**config.mk**
```make
export PLATFORM = sky130hd
export DESIGN_NAME = game_input_top
export DESIGN_NICKNAME = d
export VERILOG_FILES = /design/src/source/input_pkg.sv /design/src/source/button_debounce.sv /design/src/source/frame_timer.sv /design/src/source/input_collector.sv /design/src/source/player_state.sv /design/src/source/game_input_top.sv
export VERILOG_INCLUDE_DIRS = /design/src /design/src/source
export SDC_FILE = /design/constraint.sdc
export NUM_CORES = 1
export LEC_CHECK = 0
export ABC_AREA = 1
export BUFFER_PORTS_ARGS = -buffer_cell sky130_fd_sc_hd__buf_2
export CORE_ASPECT_RATIO = 0.5
export CORE_UTILIZATION = 45
export DETAILED_ROUTE_END_ITERATION = 8
export MAX_ROUTING_LAYER = met4
export SLEW_MARGIN = 40
export SYNTH_ARGS = -nofsm -noshare
export SYNTH_HDL_FRONTEND = slang
export SYNTH_SLANG_ARGS = --single-unit
```
**constraint.sdc**
```tcl
create_clock -name clk -period 4.4 [get_ports clk]
set_input_delay 0.22 -clock clk [delete_from_list [all_inputs] [get_ports clk]]
set_output_delay 0.22 -clock clk [all_outputs]
set_load 0.01 [all_outputs]
```
**src/source/input_cfg.svh**
```systemverilog
/* input front end constants: frame and debounce lengths, grid bound,
   start position and button bit positions */
`ifndef INPUT_CFG_SVH
`define INPUT_CFG_SVH

// clock cycles per game frame, and the frame counter width
`define FRAME_CYCLES     64
`define FRAME_CNT_W      6

// stable synchronized samples needed to accept a new level
`define DEBOUNCE_CYCLES  8
`define DEBOUNCE_CNT_W   3

// square grid, both axes run 0..COORD_MAX
`define COORD_MAX        15
`define START_X          7
`define START_Y          7

// bit positions inside a button vector
`define BTN_UP           0
`define BTN_DOWN         1
`define BTN_LEFT         2
`define BTN_RIGHT        3
`define BTN_ACTION       4

`endif

```
**src/source/input_pkg.sv**
```systemverilog
/* input_pkg: shared types for the controller input front end,
   button vectors, frame snapshots, player coordinates and phases */
`default_nettype none

package input_pkg;

    // one bit per button, bit 0 is up
    // order up, down, left, right, action
    typedef logic [4:0] button_t;

    // frame snapshot word
    // upper half holds pressed events, lower half released events
    typedef logic [9:0] control_t;

    // player position on either axis
    typedef logic [7:0] coord_t;

    // action press count, wraps past 255
    typedef logic [7:0] count_t;

    // player update sequence
    // each phase names the update made on the edge that enters it
    typedef enum logic [1:0] {
        IDLE = 2'd0,
        MOVE = 2'd1,
        ACT  = 2'd2
    } player_phase_t;

endpackage : input_pkg

`default_nettype wire

```
**src/source/button_debounce.sv**
```systemverilog
/* button_debounce: two-flop synchronizer and per-button stability counter
   turning raw asynchronous buttons into clean levels */
`default_nettype none
`include "input_cfg.svh"

module button_debounce
    import input_pkg::*;
(
    input  wire logic    clk,
    input  wire logic    rst_n,
    input  wire button_t buttons,
    output button_t      clean_buttons
);

    // synchronizer stages for the raw inputs
    button_t sync_q1;
    button_t sync_q2;

    always_ff @(posedge clk or negedge rst_n) begin
        if (!rst_n) begin
            sync_q1 <= '0;
            sync_q2 <= '0;
        end else begin
            sync_q1 <= buttons;
            sync_q2 <= sync_q1;
        end
    end

    // one stability counter per button
    for (genvar i = 0; i < $bits(button_t); i++) begin : g_btn
        logic [`DEBOUNCE_CNT_W-1:0] stable_cnt;

        always_ff @(posedge clk or negedge rst_n) begin
            if (!rst_n) begin
                stable_cnt       <= '0;
                clean_buttons[i] <= 1'b0;
            end else if (sync_q2[i] == clean_buttons[i]) begin
                // sample agrees with clean level, any pending change is dropped
                stable_cnt <= '0;
            end else if (stable_cnt == `DEBOUNCE_CNT_W'(`DEBOUNCE_CYCLES - 1)) begin
                // new level held for DEBOUNCE_CYCLES samples, accept it
                stable_cnt       <= '0;
                clean_buttons[i] <= sync_q2[i];
            end else begin
                stable_cnt <= stable_cnt + 1'b1;
            end
        end

        // an accepted level was already sampled DEBOUNCE_CYCLES cycles back
        assert property (@(posedge clk) disable iff (!rst_n)
            (clean_buttons[i] != $past(clean_buttons[i]))
                |-> ($past(sync_q2[i], `DEBOUNCE_CYCLES) == clean_buttons[i]));
    end

endmodule : button_debounce

`default_nettype wire

```
**src/source/frame_timer.sv**
```systemverilog
/* frame_timer: free-running frame counter with a one-cycle strobe
   every FRAME_CYCLES clocks */
`default_nettype none
`include "input_cfg.svh"

module frame_timer (
    input  wire logic clk,
    input  wire logic rst_n,
    output logic      frame_strobe
);

    logic [`FRAME_CNT_W-1:0] frame_cnt;

    // strobe is registered on the wrap, first one FRAME_CYCLES after reset
    always_ff @(posedge clk or negedge rst_n) begin
        if (!rst_n) begin
            frame_cnt    <= '0;
            frame_strobe <= 1'b0;
        end else if (frame_cnt == `FRAME_CNT_W'(`FRAME_CYCLES - 1)) begin
            frame_cnt    <= '0;
            frame_strobe <= 1'b1;
        end else begin
            frame_cnt    <= frame_cnt + 1'b1;
            frame_strobe <= 1'b0;
        end
    end

    // strobe is a single-cycle pulse
    assert property (@(posedge clk) disable iff (!rst_n)
        frame_strobe |=> !frame_strobe);

endmodule : frame_timer

`default_nettype wire

```
**src/source/input_collector.sv**
```systemverilog
/* input_collector: records every press and release between frame strobes
   and publishes the collected events as a snapshot at each strobe */
`default_nettype none

module input_collector
    import input_pkg::*;
(
    input  wire logic    clk,
    input  wire logic    rst_n,
    input  wire button_t clean_buttons,
    input  wire logic    frame_strobe,
    output control_t     snapshot,
    output logic         snapshot_valid
);

    button_t  current_q;
    button_t  previous_q;
    button_t  pressed_q;
    button_t  released_q;
    control_t accum_q;
    control_t accum_next;

    // edge detection, events land two cycles after the clean edge
    always_ff @(posedge clk or negedge rst_n) begin
        if (!rst_n) begin
            current_q  <= '0;
            previous_q <= '0;
            pressed_q  <= '0;
            released_q <= '0;
        end else begin
            current_q  <= clean_buttons;
            previous_q <= current_q;
            // rising edge is a press, falling edge a release
            pressed_q  <= current_q & ~previous_q;
            released_q <= ~current_q & previous_q;
        end
    end

    // events seen in the strobe cycle still belong to the closing frame
    assign accum_next = accum_q | {pressed_q, released_q};

    always_ff @(posedge clk or negedge rst_n) begin
        if (!rst_n) begin
            accum_q        <= '0;
            snapshot       <= '0;
            snapshot_valid <= 1'b0;
        end else begin
            snapshot_valid <= frame_strobe;
            if (frame_strobe) begin
                // publish and start the next frame empty
                snapshot <= accum_next;
                accum_q  <= '0;
            end else begin
                accum_q <= accum_next;
            end
        end
    end

    // snapshot only moves with a valid pulse and is held for the whole frame
    assert property (@(posedge clk) disable iff (!rst_n)
        !snapshot_valid |-> $stable(snapshot));

endmodule : input_collector

`default_nettype wire

```
**src/source/player_state.sv**
```systemverilog
/* player_state: applies each frame snapshot to the player, moving a cursor
   on a bounded grid and counting action presses */
`default_nettype none
`include "input_cfg.svh"

module player_state
    import input_pkg::*;
(
    input  wire logic     clk,
    input  wire logic     rst_n,
    input  wire control_t snapshot,
    input  wire logic     snapshot_valid,
    output coord_t        player_x,
    output coord_t        player_y,
    output count_t        action_count
);

    player_phase_t phase;
    button_t       pressed;
    coord_t        x_next;
    coord_t        y_next;

    // only the pressed half moves the player, releases are ignored
    assign pressed = snapshot[$bits(control_t)-1 -: $bits(button_t)];

    // x axis, opposite presses cancel, saturate at both edges
    always_comb begin
        x_next = player_x;
        if (pressed[`BTN_RIGHT] && !pressed[`BTN_LEFT]) begin
            if (player_x != coord_t'(`COORD_MAX))
                x_next = player_x + 1'b1;
        end else if (pressed[`BTN_LEFT] && !pressed[`BTN_RIGHT]) begin
            if (player_x != '0)
                x_next = player_x - 1'b1;
        end
    end

    // y axis, up counts upward
    always_comb begin
        y_next = player_y;
        if (pressed[`BTN_UP] && !pressed[`BTN_DOWN]) begin
            if (player_y != coord_t'(`COORD_MAX))
                y_next = player_y + 1'b1;
        end else if (pressed[`BTN_DOWN] && !pressed[`BTN_UP]) begin
            if (player_y != '0)
                y_next = player_y - 1'b1;
        end
    end

    // position is written entering MOVE, count entering ACT
    always_ff @(posedge clk or negedge rst_n) begin
        if (!rst_n) begin
            phase        <= IDLE;
            player_x     <= coord_t'(`START_X);
            player_y     <= coord_t'(`START_Y);
            action_count <= '0;
        end else begin
            case (phase)
                IDLE: begin
                    if (snapshot_valid) begin
                        player_x <= x_next;
                        player_y <= y_next;
                        phase    <= MOVE;
                    end
                end
                MOVE: begin
                    // snapshot is held all frame, still safe to read here
                    if (pressed[`BTN_ACTION])
                        action_count <= action_count + 1'b1;
                    phase <= ACT;
                end
                ACT:     phase <= IDLE;
                default: phase <= IDLE;
            endcase
        end
    end

    // cursor stays on the grid
    assert property (@(posedge clk) disable iff (!rst_n)
        (player_x <= coord_t'(`COORD_MAX)) && (player_y <= coord_t'(`COORD_MAX)));

    // next frame pulse must find the update sequence finished
    assert property (@(posedge clk) disable iff (!rst_n)
        snapshot_valid |-> (phase == IDLE));

endmodule : player_state

`default_nettype wire

```
**src/source/game_input_top.sv**
```systemverilog
/* game_input_top: controller input front end, debounce, frame timing,
   event collection and player state */
`default_nettype none

module game_input_top
    import input_pkg::*;
(
    input  wire logic    clk,
    input  wire logic    rst_n,
    input  wire button_t buttons,
    output control_t     snapshot,
    output logic         snapshot_valid,
    output coord_t       player_x,
    output coord_t       player_y,
    output count_t       action_count
);

    // debounced button levels
    button_t clean_buttons;
    // one pulse per frame
    logic    frame_strobe;

    button_debounce u_debounce (
        .clk           (clk),
        .rst_n         (rst_n),
        .buttons       (buttons),
        .clean_buttons (clean_buttons)
    );

    frame_timer u_frame_timer (
        .clk          (clk),
        .rst_n        (rst_n),
        .frame_strobe (frame_strobe)
    );

    input_collector u_collector (
        .clk            (clk),
        .rst_n          (rst_n),
        .clean_buttons  (clean_buttons),
        .frame_strobe   (frame_strobe),
        .snapshot       (snapshot),
        .snapshot_valid (snapshot_valid)
    );

    // consumes the snapshot in the pulse cycle, no back-pressure
    player_state u_player (
        .clk            (clk),
        .rst_n          (rst_n),
        .snapshot       (snapshot),
        .snapshot_valid (snapshot_valid),
        .player_x       (player_x),
        .player_y       (player_y),
        .action_count   (action_count)
    );

endmodule : game_input_top

`default_nettype wire

```
==> impl_results.md, run 1 <==
- Mean post-synth cell area: 10.04 um^2
- FFs w/ async S/R, synth: 100.0%
- Routed WL: 6.953 mm
- PwrDens: 434.8 nW/um^2
- Post-synth EDFFs: 0
- Vias in the first global route: 2,737
- Yosys warnings: 0
- Post-route worst setup slack: 2.631 ns
- DR iter-0 viols: 136
- Total die area: 10,380 um^2
- Finished Layout Cells: 642
- Clk root buf: clkbuf_16
- Register area share after synthesis: 58.28%
- Setup_tns: 0 ns
- Most frequent cells in the layout: dfrtp_1 (97), nand2_1 (72), nor2_1 (64)
- Initial antenna violation count: 0
- First-pass GRT wire length: 12.55 mm
- Commonest non-fill, non-tap cell in the layout: dfrtp_1
- Largest net degree at the start of global routing: 82
- Leakage: 2.783 nW
- Clock Skew: 0.006451 ns
- Worst-path clk slew: 0.07 ns
- CP arrival: 1.99 ns
- RSZ-0062 raised after global routing: false
- Worst-skew pair later-pin latency: 0.33 ns
- F_max: 565.4 MHz
- Crit path max fanout: 11
- Pin slew with the least headroom to its limit: 0.7046 ns
- Final Hold Violating Endpoints: 0
- Primary FF master, synth: dfrtp_1
- Post-CTS sizing: 0
- Nature of the critical path endpoint: flop
- Remaining Overflow, GRT: 0
- Site row count: 25
- DIE WIDTH: 143.1 um
- CTS tree: yes
- Final setup violation count: 0
- H-Tree Depth: 3
- Port Buffers: 41
- Synth Net Count: 475
- CTS buffer count: 9
- Max Root-Sink Buffers: 2
- CP startpoint kind: flop
- Placed instance area: 4856 um^2
- Worst hold path class: flop to flop
- Core area: 9540 um^2
- Final min period: 1.769 ns
- DR pass1 iterations: 4
- Max Cap Viol: 0
- Layout net count: 531
- Fin area: 5220 um^2
- Layout cells sized above 1: 18.15%
- Initial Util: 46.94%
- CP Class: flop to flop
- Placed Instances: 620
- GP Congestion: 0.8353
- Pre-CTS WS: 2.631 ns
- Global Route Usage Sum: 16.25%
- Synth unique cells: 31
- Synth Cell Area: 4478 um^2
- Hpwl dp: 4.850 mm
- Register area: 2611 um^2
- Final period util: 40.20%
- Post-detailed-route count of antenna-violating nets: 0
- Relative slew slack: 53.03%
- Layout fillers: 838
- Antenna diodes: 0
- Gate Count Post-Synth: 446
- Area delta synth->final: 16.57%
- Final Max Tran Viols: 0
- Via count: 2,919
- Drc violations: 0
- Worst VDD drop: 173.4 uV
- Yosys reg bits: 104
- Number of clock sinks: 104
- Average via count per standard cell: 4.547
- IO Count: 42
- Status: completed
- DIE HEIGHT: 72.54 um
- WL per Instance: 10.83 um
- Multi-input logic area: 1630 um^2
- Worst Path Required: 4.62 ns
[sequential cells by signal, indices dropped and copies added (netlist names)]
register / count
u_player.player_x: 8
u_player.phase: 2
u_debounce.sync_q1: 5
u_player.action_count: 8
u_collector.previous_q: 5
u_collector.released_q: 5
u_frame_timer.frame_cnt: 6
u_collector.current_q: 5
u_debounce.clean_buttons: 5
u_debounce.g_btn.stable_cnt: 15
u_debounce.sync_q2: 5
u_player.player_y: 8
u_collector.pressed_q: 5
u_frame_timer.frame_strobe: 1
u_collector.snapshot_valid: 1
u_collector.snapshot: 10
u_collector.accum_q: 10
[logic make-up (layout without fill, tap and decap cells)]
logic type / Yosys count / after routing / synth area share [%]
AO/OA/AOI/OAI: 31 / 31 / 3.828
AND/OR/NAND/NOR: 196 / 196 / 19.87
buffers and inverters: 62 / 123 / 5.309
adder cells (fa/ha/maj): 22 / 22 / 6.147
XOR/XNOR: 25 / 25 / 5.057
multiplexers: 6 / 6 / 1.509
flip-flops: 104 / 104 / 58.28
[final cells by class]
type                            count  area share (%)
Timing Repair Buffer               48           5.345
Clock inverter                      7           1.510
Multi-Input combinational cell    280           31.23
Clock buffer                        9           4.314
Inverter                           59           4.338
Tap cell                          135           3.236
Sequential cell                   104           50.02
[path summary, 6_finish.rpt]
kind                       depth (start not counted)                              endpoint  slack (ns)                           startpoint
setup / recovery                                  10      u_player.player_y[7]$_DFFE_PN0P_        2.63  u_collector.snapshot[6]$_DFFE_PN0P_
hold / removal                                     0       u_debounce.sync_q2[2]$_DFF_PN0_        0.35      u_debounce.sync_q1[2]$_DFF_PN0_
setup reg to reg                                  10      u_player.player_y[7]$_DFFE_PN0P_        2.63  u_collector.snapshot[6]$_DFFE_PN0P_
hold reg to reg                                    0       u_debounce.sync_q2[2]$_DFF_PN0_        0.35      u_debounce.sync_q1[2]$_DFF_PN0_
max in group asynchronous                          3  u_frame_timer.frame_cnt[4]$_DFF_PN0_        3.11                                rst_n
min in group asynchronous                          2      u_player.player_y[6]$_DFFE_PN0P_        0.47                                rst_n
[per-layer routing]
metal  share of wire (%)  vias to the layer above  GRT usage, %
met4                0.53                        0         5.376
met1                  50                     1349         21.35
li1                    -                     1526             -
met2                  45                       40         24.77
met3                 3.8                        4         4.158
met5                   0                        -             -
[power by group]
group	leakage [nW]	total [W]	switching, W	internal (W)
clock	0.150	0.000804	0.000355	0.000449
combinational	1.30	0.000235	0.000127	0.000108
sequential	1.33	0.00123	0.0000856	0.00114
total	2.78	0.00227	0.000568	0.00170
[synth_stat cells, drive strengths merged (2+ instances only)]
library cell / n / area share [%]
ha: 22 / 6.1
a21oi: 15 / 1.7
inv: 59 / 5.1
o21ai: 14 / 1.8
clkbuf: 3 / 0.25
dfstp: 6 / 3.5
nor3: 8 / 1.0
nand3b: 4 / 0.67
o21bai: 2 / 0.34
nand3: 29 / 3.2
nand4: 4 / 0.70
xnor2: 10 / 2.0
xor2: 15 / 3.1
nand2: 78 / 7.1
nor2: 68 / 6.3
dfrtp: 98 / 55
mux2: 6 / 1.5
nor3b: 4 / 0.67
[worst max-delay path, stage by stage, from the launching register on]
cell	delay, ns
dfrtp_1	0.42
inv_2	0.09
nand2_4	0.10
ha_1	0.36
inv_1	0.08
o21ai_0	0.24
a21oi_1	0.12
nand3b_1	0.09
nand2_1	0.05
nand2_1	0.04
o21ai_0	0.07
[timing repair]
item,4_1_cts,5_1_grt
hold endpoints to repair,79,0
setup buffers,0,0
hold buffers,6,0
[per-stage QoR]
stage | util (%) | power, W | hold WS, ns
global route | 54.71 | 0.002412 | 0.3561
detailed placement | 50.90 | 0.001484 | 0.3003
CTS | 54.71 | 0.002311 | 0.3520
global placement | 50.85 | 0.001473 | 0.3306
finish | 54.71 | 0.002270 | 0.3499
floorplan | - | 0.001406 | -0.07559
Note: power is estimated with default switching activity, not from simulation.
==> inputs of run 2 (changes only) <==
- PLACE_DENSITY: default -> 0.66
- clock period: 4.4 -> 1.5 ns (I/O delays scaled with it)
==> run 2 against run 1 <==
  * Via count grew 6.7%
  * Clock skew down 0.00056 ns
  * Final cell count rose by 4.8%
  * Sequential power rose to 2.9 times the previous value
  * Clock power grew to 2.9 times the previous value
  * Routed wire length up 12%
  * Register-to-register slack got worse by 2.7 ns
  * Design area is 11% higher
  * Sequential share of layout area down 4.7 points
  * Count of clock-buffer cells in the layout is 2 higher
  * The flow now finishes with violations (negative setup slack)
  * Maximum frequency increased by 14%
  * Critical endpoint unchanged
  * Largest power group unchanged
==> impl_results.md, run 2 (synthesis results as in run 1) <==
- Status: complete, but fails checks
- Failing checks: negative setup slack
- Worst Path Required: 1.73 ns
- Port Buffers: 41
- F_max: 646.8 MHz
- Average via count per standard cell: 4.629
- CP peak stage delay: 0.41 ns
- CP Class: flop to flop
- Core area: 9540 um^2
- Hpwl dp: 5.260 mm
- Biggest register: u_debounce.g_btn.stable_cnt
- CP arrival: 1.77 ns
- Remaining Overflow, GRT: 0
- Commonest non-fill, non-tap cell in the layout: dfrtp_1
- Via count: 3,115
- DIE WIDTH: 143.1 um
- Max Cap Viol: 0
- DR iter-0 viols: 138
- Biggest regs: u_debounce.g_btn.stable_cnt (15), u_collector.accum_q (10), u_collector.snapshot (10)
- Pin slew with the least headroom to its limit: 0.4719 ns
- Vias in the first global route: 2,756
- Crit path max fanout: 4
- Post-route worst setup slack: -0.04598 ns
- Worst VDD drop: 542.6 uV
- Final Hold Violating Endpoints: 0
- Routed WL: 7.793 mm
- Antenna diodes: 0
- RSZ-0062 raised after global routing: true
- Slowest-stage cell, CP: dfrtp_1
- First-pass GRT wire length: 12.80 mm
- Worst hold path class: primary input to async pin
- Layout net count: 562
- WL per Instance: 11.58 um
- Nature of the critical path endpoint: flop
- Final min period: 1.546 ns
- Share of power burned in registers: 53.9%
- Initial Util: 46.94%
- Layout fillers: 789
- Layout cells sized above 1: 30.48%
- Global Route Usage Sum: 16.38%
- Share of total power in the clock network: 35.5%
- Combinational fraction of design power: 10.6%
- Top cell family by delay on the critical path: simple AND/OR/NAND/NOR gates
- PwrDens: 1158 nW/um^2
- Drc violations: 0
- Final setup violation count: 10
- Leakage: 2.949 nW
- Max Root-Sink Buffers: 2
- H-Tree Depth: 3
- Worst-skew pair later-pin latency: 0.33 ns
- Max reg flops: 15
- Crit-path cells: inv_4, nand2_4, ha_4, inv_2, nor3_2, nand2_1, nand3b_1, nand2_1, nand2_1, o21ai_1
- CP dominant cell by count: nand2_1
- Worst-path clk slew: 0.07 ns
- CTS tree: yes
- Pre-CTS WS: -0.07120 ns
- Largest net degree at the start of global routing: 47
- Most frequent cells in the layout: dfrtp_1 (95), nand2_1 (65), nor2_1 (61)
- DIE HEIGHT: 72.54 um
- CP startpoint kind: flop
- Met3 WL post-DR: 191 um
- Clk root buf: clkbuf_16
- Sw Pwr: 0.001648 W
- Final period util: 103.1%
- Site row count: 25
- Relative slew slack: 68.54%
- Area delta synth->final: 28.92%
- IO Count: 42
- Setup_tns: -0.2550 ns
- WL met2: 3.594 mm
- Total die area: 10,380 um^2
- Number of clock sinks: 104
- Clock Skew: 0.005892 ns
- P_int: 0.005038 W
- Wl on met1: 3.968 mm
- CTS buffer count: 9
- Hold WS: 0.2379 ns
- DR pass1 iterations: 4
- Initial antenna violation count: 0
- Post-detailed-route count of antenna-violating nets: 0
- Final Max Tran Viols: 0
- Sw Ratio: 24.65%
- Buf/Inv on CP: 2
- GP Congestion: 0.8449
- Highest metal used: met4
-- run 2: cell types whose count changed in the layout (fill, tap and decap cells not counted), moves of 7 or more --
cell,previous run,this run
inv_1,55,48
buf_4,1,24
ha_1,22,13
ha_4,0,8
nand2_1,72,65
o21ai_0,9,1
-- run 2: power groups by stage --
| stage | registers [W] | logic (W) | clock network, W |
|---|---|---|---|
| finish | 0.00360 | 0.000709 | 0.00237 |
| global route | 0.00366 | 0.000840 | 0.00256 |
| CTS | 0.00361 | 0.000729 | 0.00246 |
| detailed placement | 0.00366 | 0.000717 | 0 |
| global placement | 0.00364 | 0.000683 | 0 |
| floorplan | 0.00359 | 0.000531 | 0 |
-- run 2: final timing paths --
check	slack, ns	cells after the start	to	startpoint
max in group asynchronous	0.65	3	u_collector.snapshot[2]$_DFFE_PN0P_	rst_n
min	0.24	2	u_player.player_y[6]$_DFFE_PN0P_	rst_n
max	-0.05	10	u_player.player_y[7]$_DFFE_PN0P_	u_collector.snapshot[6]$_DFFE_PN0P_
max reg2reg	-0.05	10	u_player.player_y[7]$_DFFE_PN0P_	u_collector.snapshot[6]$_DFFE_PN0P_
min in group clk	0.35	0	u_debounce.sync_q2[3]$_DFF_PN0_	u_debounce.sync_q1[3]$_DFF_PN0_
min reg2reg	0.35	0	u_debounce.sync_q2[3]$_DFF_PN0_	u_debounce.sync_q1[3]$_DFF_PN0_
-- run 2: cell type report --
cell class | instances | area (um^2) | share of cell area (%)
tap | 135 | 168.9 | 2.926
inverter | 59 | 241.5 | 4.183
sequential | 104 | 2614 | 45.28
clock inverter | 5 | 62.56 | 1.084
clock buffer | 11 | 242.7 | 4.205
multi-input combinational | 283 | 1918 | 33.22
timing repair buffer | 76 | 525.5 | 9.103
-- run 2: metal layers --
metal,up-vias,global-route usage [%]
li1,1596,-
met1,1489,22.01
met2,26,25.09
met3,4,3.894
met4,0,4.301
met5,-,-
-- run 2: timing repair --
| action | 4_1_cts | 5_1_grt |
|---|---|---|
| cloned | 0 | 3 |
| buffers inserted | 3 | 5 |
| hold buffers | 6 | 0 |
| setup endpoints to repair | 10 | 15 |
| pin swaps | 3 | 15 |
| resized for setup | 8 | 25 |
| hold endpoints to repair | 30 | 0 |
-- run 2: per-stage QoR --
step	instance area (um^2)	util, %	cells	power (W)
detailed placement	5187	54.37	641	0.004376
floorplan	4644	-	446	0.004125
global placement	5187	54.37	641	0.004321
CTS	5600	58.70	666	0.006794
global route	5773	60.51	673	0.007061
finish	5773	60.51	673	0.006685
-- run 2: worst reg2reg max path: cells and delay by family, from the launching register on --
kind | cells | cell delay (ns)
adder cells (fa/ha/maj) | 1 | 0.30
buffers and inverters | 2 | 0.18
AND/OR/NAND/NOR | 6 | 0.52
flip-flops | 1 | 0.41
AO/OA/AOI/OAI | 1 | 0.05
==> inputs of run 3 (changes only) <==
- CORE_MARGIN: default -> 2
==> run 3 against run 2 <==
  * The run still ends with negative setup slack left
  * Clock power is 6% higher
  * Sequential power hardly changed
  * Routed wire length is 8.0% higher
  * Flip-flop and latch count stayed put
  * Sequential share of layout area is 0.93 points lower
  * Largest cell class unchanged
==> impl_results.md, run 3 (synthesis results as in run 1) <==
- Crit path max fanout: 5
- Finished Layout Cells: 678
- First-pass GRT wire length: 13.70 mm
- Final setup violation count: 7
- Wl on met1: 3.929 mm
- Layout cells sized above 1: 35.36%
- Relative slew slack: 76.24%
- Max Root-Sink Buffers: 2
- Vias in the first global route: 3,022
- H-Tree Depth: 3
- Worst reg2reg path depth: 10
- Pin slew with the least headroom to its limit: 0.3564 ns
- Status: complete, but fails checks
- GP Congestion: 0.8645
- WL per Instance: 12.41 um
- CP dominant cell by count: nand2_1
- Core area: 9572 um^2
- Remaining Overflow, GRT: 0
- Commonest non-fill, non-tap cell in the layout: dfrtp_1
- Final min period: 1.603 ns
- Setup_tns: -0.3400 ns
- Critical R2R Capture: u_player.player_x[7]$_DFFE_PN0P_
- Site row count: 25
- PwrDens: 1161 nW/um^2
- Antenna diodes: 0
- DIE WIDTH: 145.1 um
- Worst Path Required: 1.73 ns
- Max reg flops: 15
- Final Hold Violating Endpoints: 0
- Average via count per standard cell: 4.692
- Initial Util: 46.78%
- Hpwl dp: 5.507 mm
- WL met2: 4.047 mm
- CP peak stage delay: 0.41 ns
- Biggest register: u_debounce.g_btn.stable_cnt
- DR iter-0 viols: 162
- Crit-path cells: inv_4, nand2_8, ha_4, nand2_4, nor3_2, nand2_1, nand3b_1, nand2_1, nand2_1, o21ai_2
- Via count: 3,181
- CP startpoint kind: flop
- CP arrival: 1.83 ns
- F_max: 624.0 MHz
- Worst-skew pair later-pin latency: 0.34 ns
- Layout net count: 568
- Nature of the critical path endpoint: flop
- Clock Skew: 0.006691 ns
- Met3 WL post-DR: 350 um
- Port Buffers: 41
- Worst VDD drop: 665.5 uV
- Leakage: 3.029 nW
- Post-layout util: 61.56%
- RR Startpoint: u_collector.snapshot[7]$_DFFE_PN0P_
- Failing checks: negative setup slack
- Placed Instances: 641
- CTS buffer count: 9
- Pre-CTS WS: -0.1017 ns
- Biggest regs: u_debounce.g_btn.stable_cnt (15), u_collector.accum_q (10), u_collector.snapshot (10)
- Worst hold path class: primary input to async pin
- DR pass1 iterations: 4
- Drc violations: 0
- Most frequent cells in the layout: dfrtp_1 (96), nand2_1 (61), nor2_1 (61)
- RSZ-0062 raised after global routing: true
- Buf/Inv on CP: 1
- Area delta synth->final: 31.57%
- Clk root buf: clkbuf_16
- DIE HEIGHT: 74.54 um
- Post-route worst setup slack: -0.1026 ns
- Worst-path clk slew: 0.07 ns
- Number of clock sinks: 104
- Worst reg2reg setup slack: -0.10 ns
- Final Max Tran Viols: 0
- Final period util: 106.8%
- Total die area: 10,810 um^2
- Largest net degree at the start of global routing: 39
- CTS tree: yes
- Highest metal used: met4
- Max Cap Viol: 0
- CP Class: flop to flop
- Top cell family by delay on the critical path: simple AND/OR/NAND/NOR gates
- Post-detailed-route count of antenna-violating nets: 0
- Routed WL: 8.414 mm
- Slowest-stage cell, CP: dfrtp_1
- Initial antenna violation count: 0
- Global Route Usage Sum: 16.59%
- IO Count: 42
## run 3: changes by cell type in the layout (fill, tap and decap cells not counted), moves of 4 or more
cell	before	now
buf_4	24	33
inv_1	48	40
inv_2	4	11
o21ai_1	8	2
nand3_1	25	20
nand3_2	4	9
o21ai_2	3	8
nand2_1	65	61
## run 3: layer usage
layer / up-vias / global-route usage [%]
met5: - / -
met4: 0 / 5.120
met3: 12 / 4.356
met2: 59 / 26.83
met1: 1513 / 20.99
li1: 1597 / -
## run 3: how the worst max path moves through the flow
stage / slack (ns) / cells past startpoint / from / end
final: -0.10 / 10 / u_collector.snapshot[7]$_DFFE_PN0P_ / u_player.player_x[7]$_DFFE_PN0P_
after global routing: -0.22 / 11 / u_collector.snapshot[7]$_DFFE_PN0P_ / u_player.player_x[7]$_DFFE_PN0P_
after CTS: -0.10 / 10 / u_collector.snapshot[7]$_DFFE_PN0P_ / u_player.player_x[7]$_DFFE_PN0P_
after detailed placement: -0.10 / 11 / u_collector.snapshot[7]$_DFFE_PN0P_ / u_player.player_x[7]$_DFFE_PN0P_
after global placement: -0.03 / 11 / u_collector.snapshot[7]$_DFFE_PN0P_ / u_player.player_x[7]$_DFFE_PN0P_
after floorplan: -0.07 / 11 / u_collector.snapshot[7]$_DFFE_PN0P_ / u_player.player_x[7]$_DFFE_PN0P_
## run 3: power breakdown
part / total, W / leakage [nW] / internal (W) / switching (W)
clock: 0.00252 / 0.159 / 0.00147 / 0.00105
combinational: 0.000709 / 1.54 / 0.000325 / 0.000384
sequential: 0.00361 / 1.33 / 0.00336 / 0.000257
## run 3: worst reg2reg max path: stages (launching register included)
cell and delay (ns):
dfrtp_1 0.41, inv_4 0.12, nand2_8 0.09, ha_4 0.32
nand2_4 0.05, nor3_2 0.14, nand2_1 0.09, nand3b_1 0.09
nand2_1 0.06, nand2_1 0.06, o21ai_2 0.06
## run 3: area by class of cell
type,instances,area (um^2)
Tap cell,135,168.9
Clock buffer,9,225.2
Sequential cell,104,2613
Multi-Input combinational cell,281,1976
Timing Repair Buffer,84,573.1
Clock inverter,6,92.59
Inverter,59,244.0
Fill cell,804,3680
## run 3: what timing repair did
action	in CTS	in global routing
hold endpoints to repair	63	0
buffers inserted	5	10
resized for setup	19	43
pin swaps	15	33
endpoints found under the setup margin	9	14
hold buffers	6	0
gates cloned	1	0
## run 3: through the flow
step / power [W] / hold WS [ns] / area (um^2)
4_1_cts: 0.006944 / 0.1839 / 5672
2_1_floorplan: 0.004125 / -0.2206 / 4644
5_1_grt: 0.007219 / 0.2164 / 5892
3_3_place_gp: 0.004319 / 0.01234 / 5187
6_report: 0.006843 / 0.1883 / 5892
3_5_place_dp: 0.004383 / 0.01107 / 5187
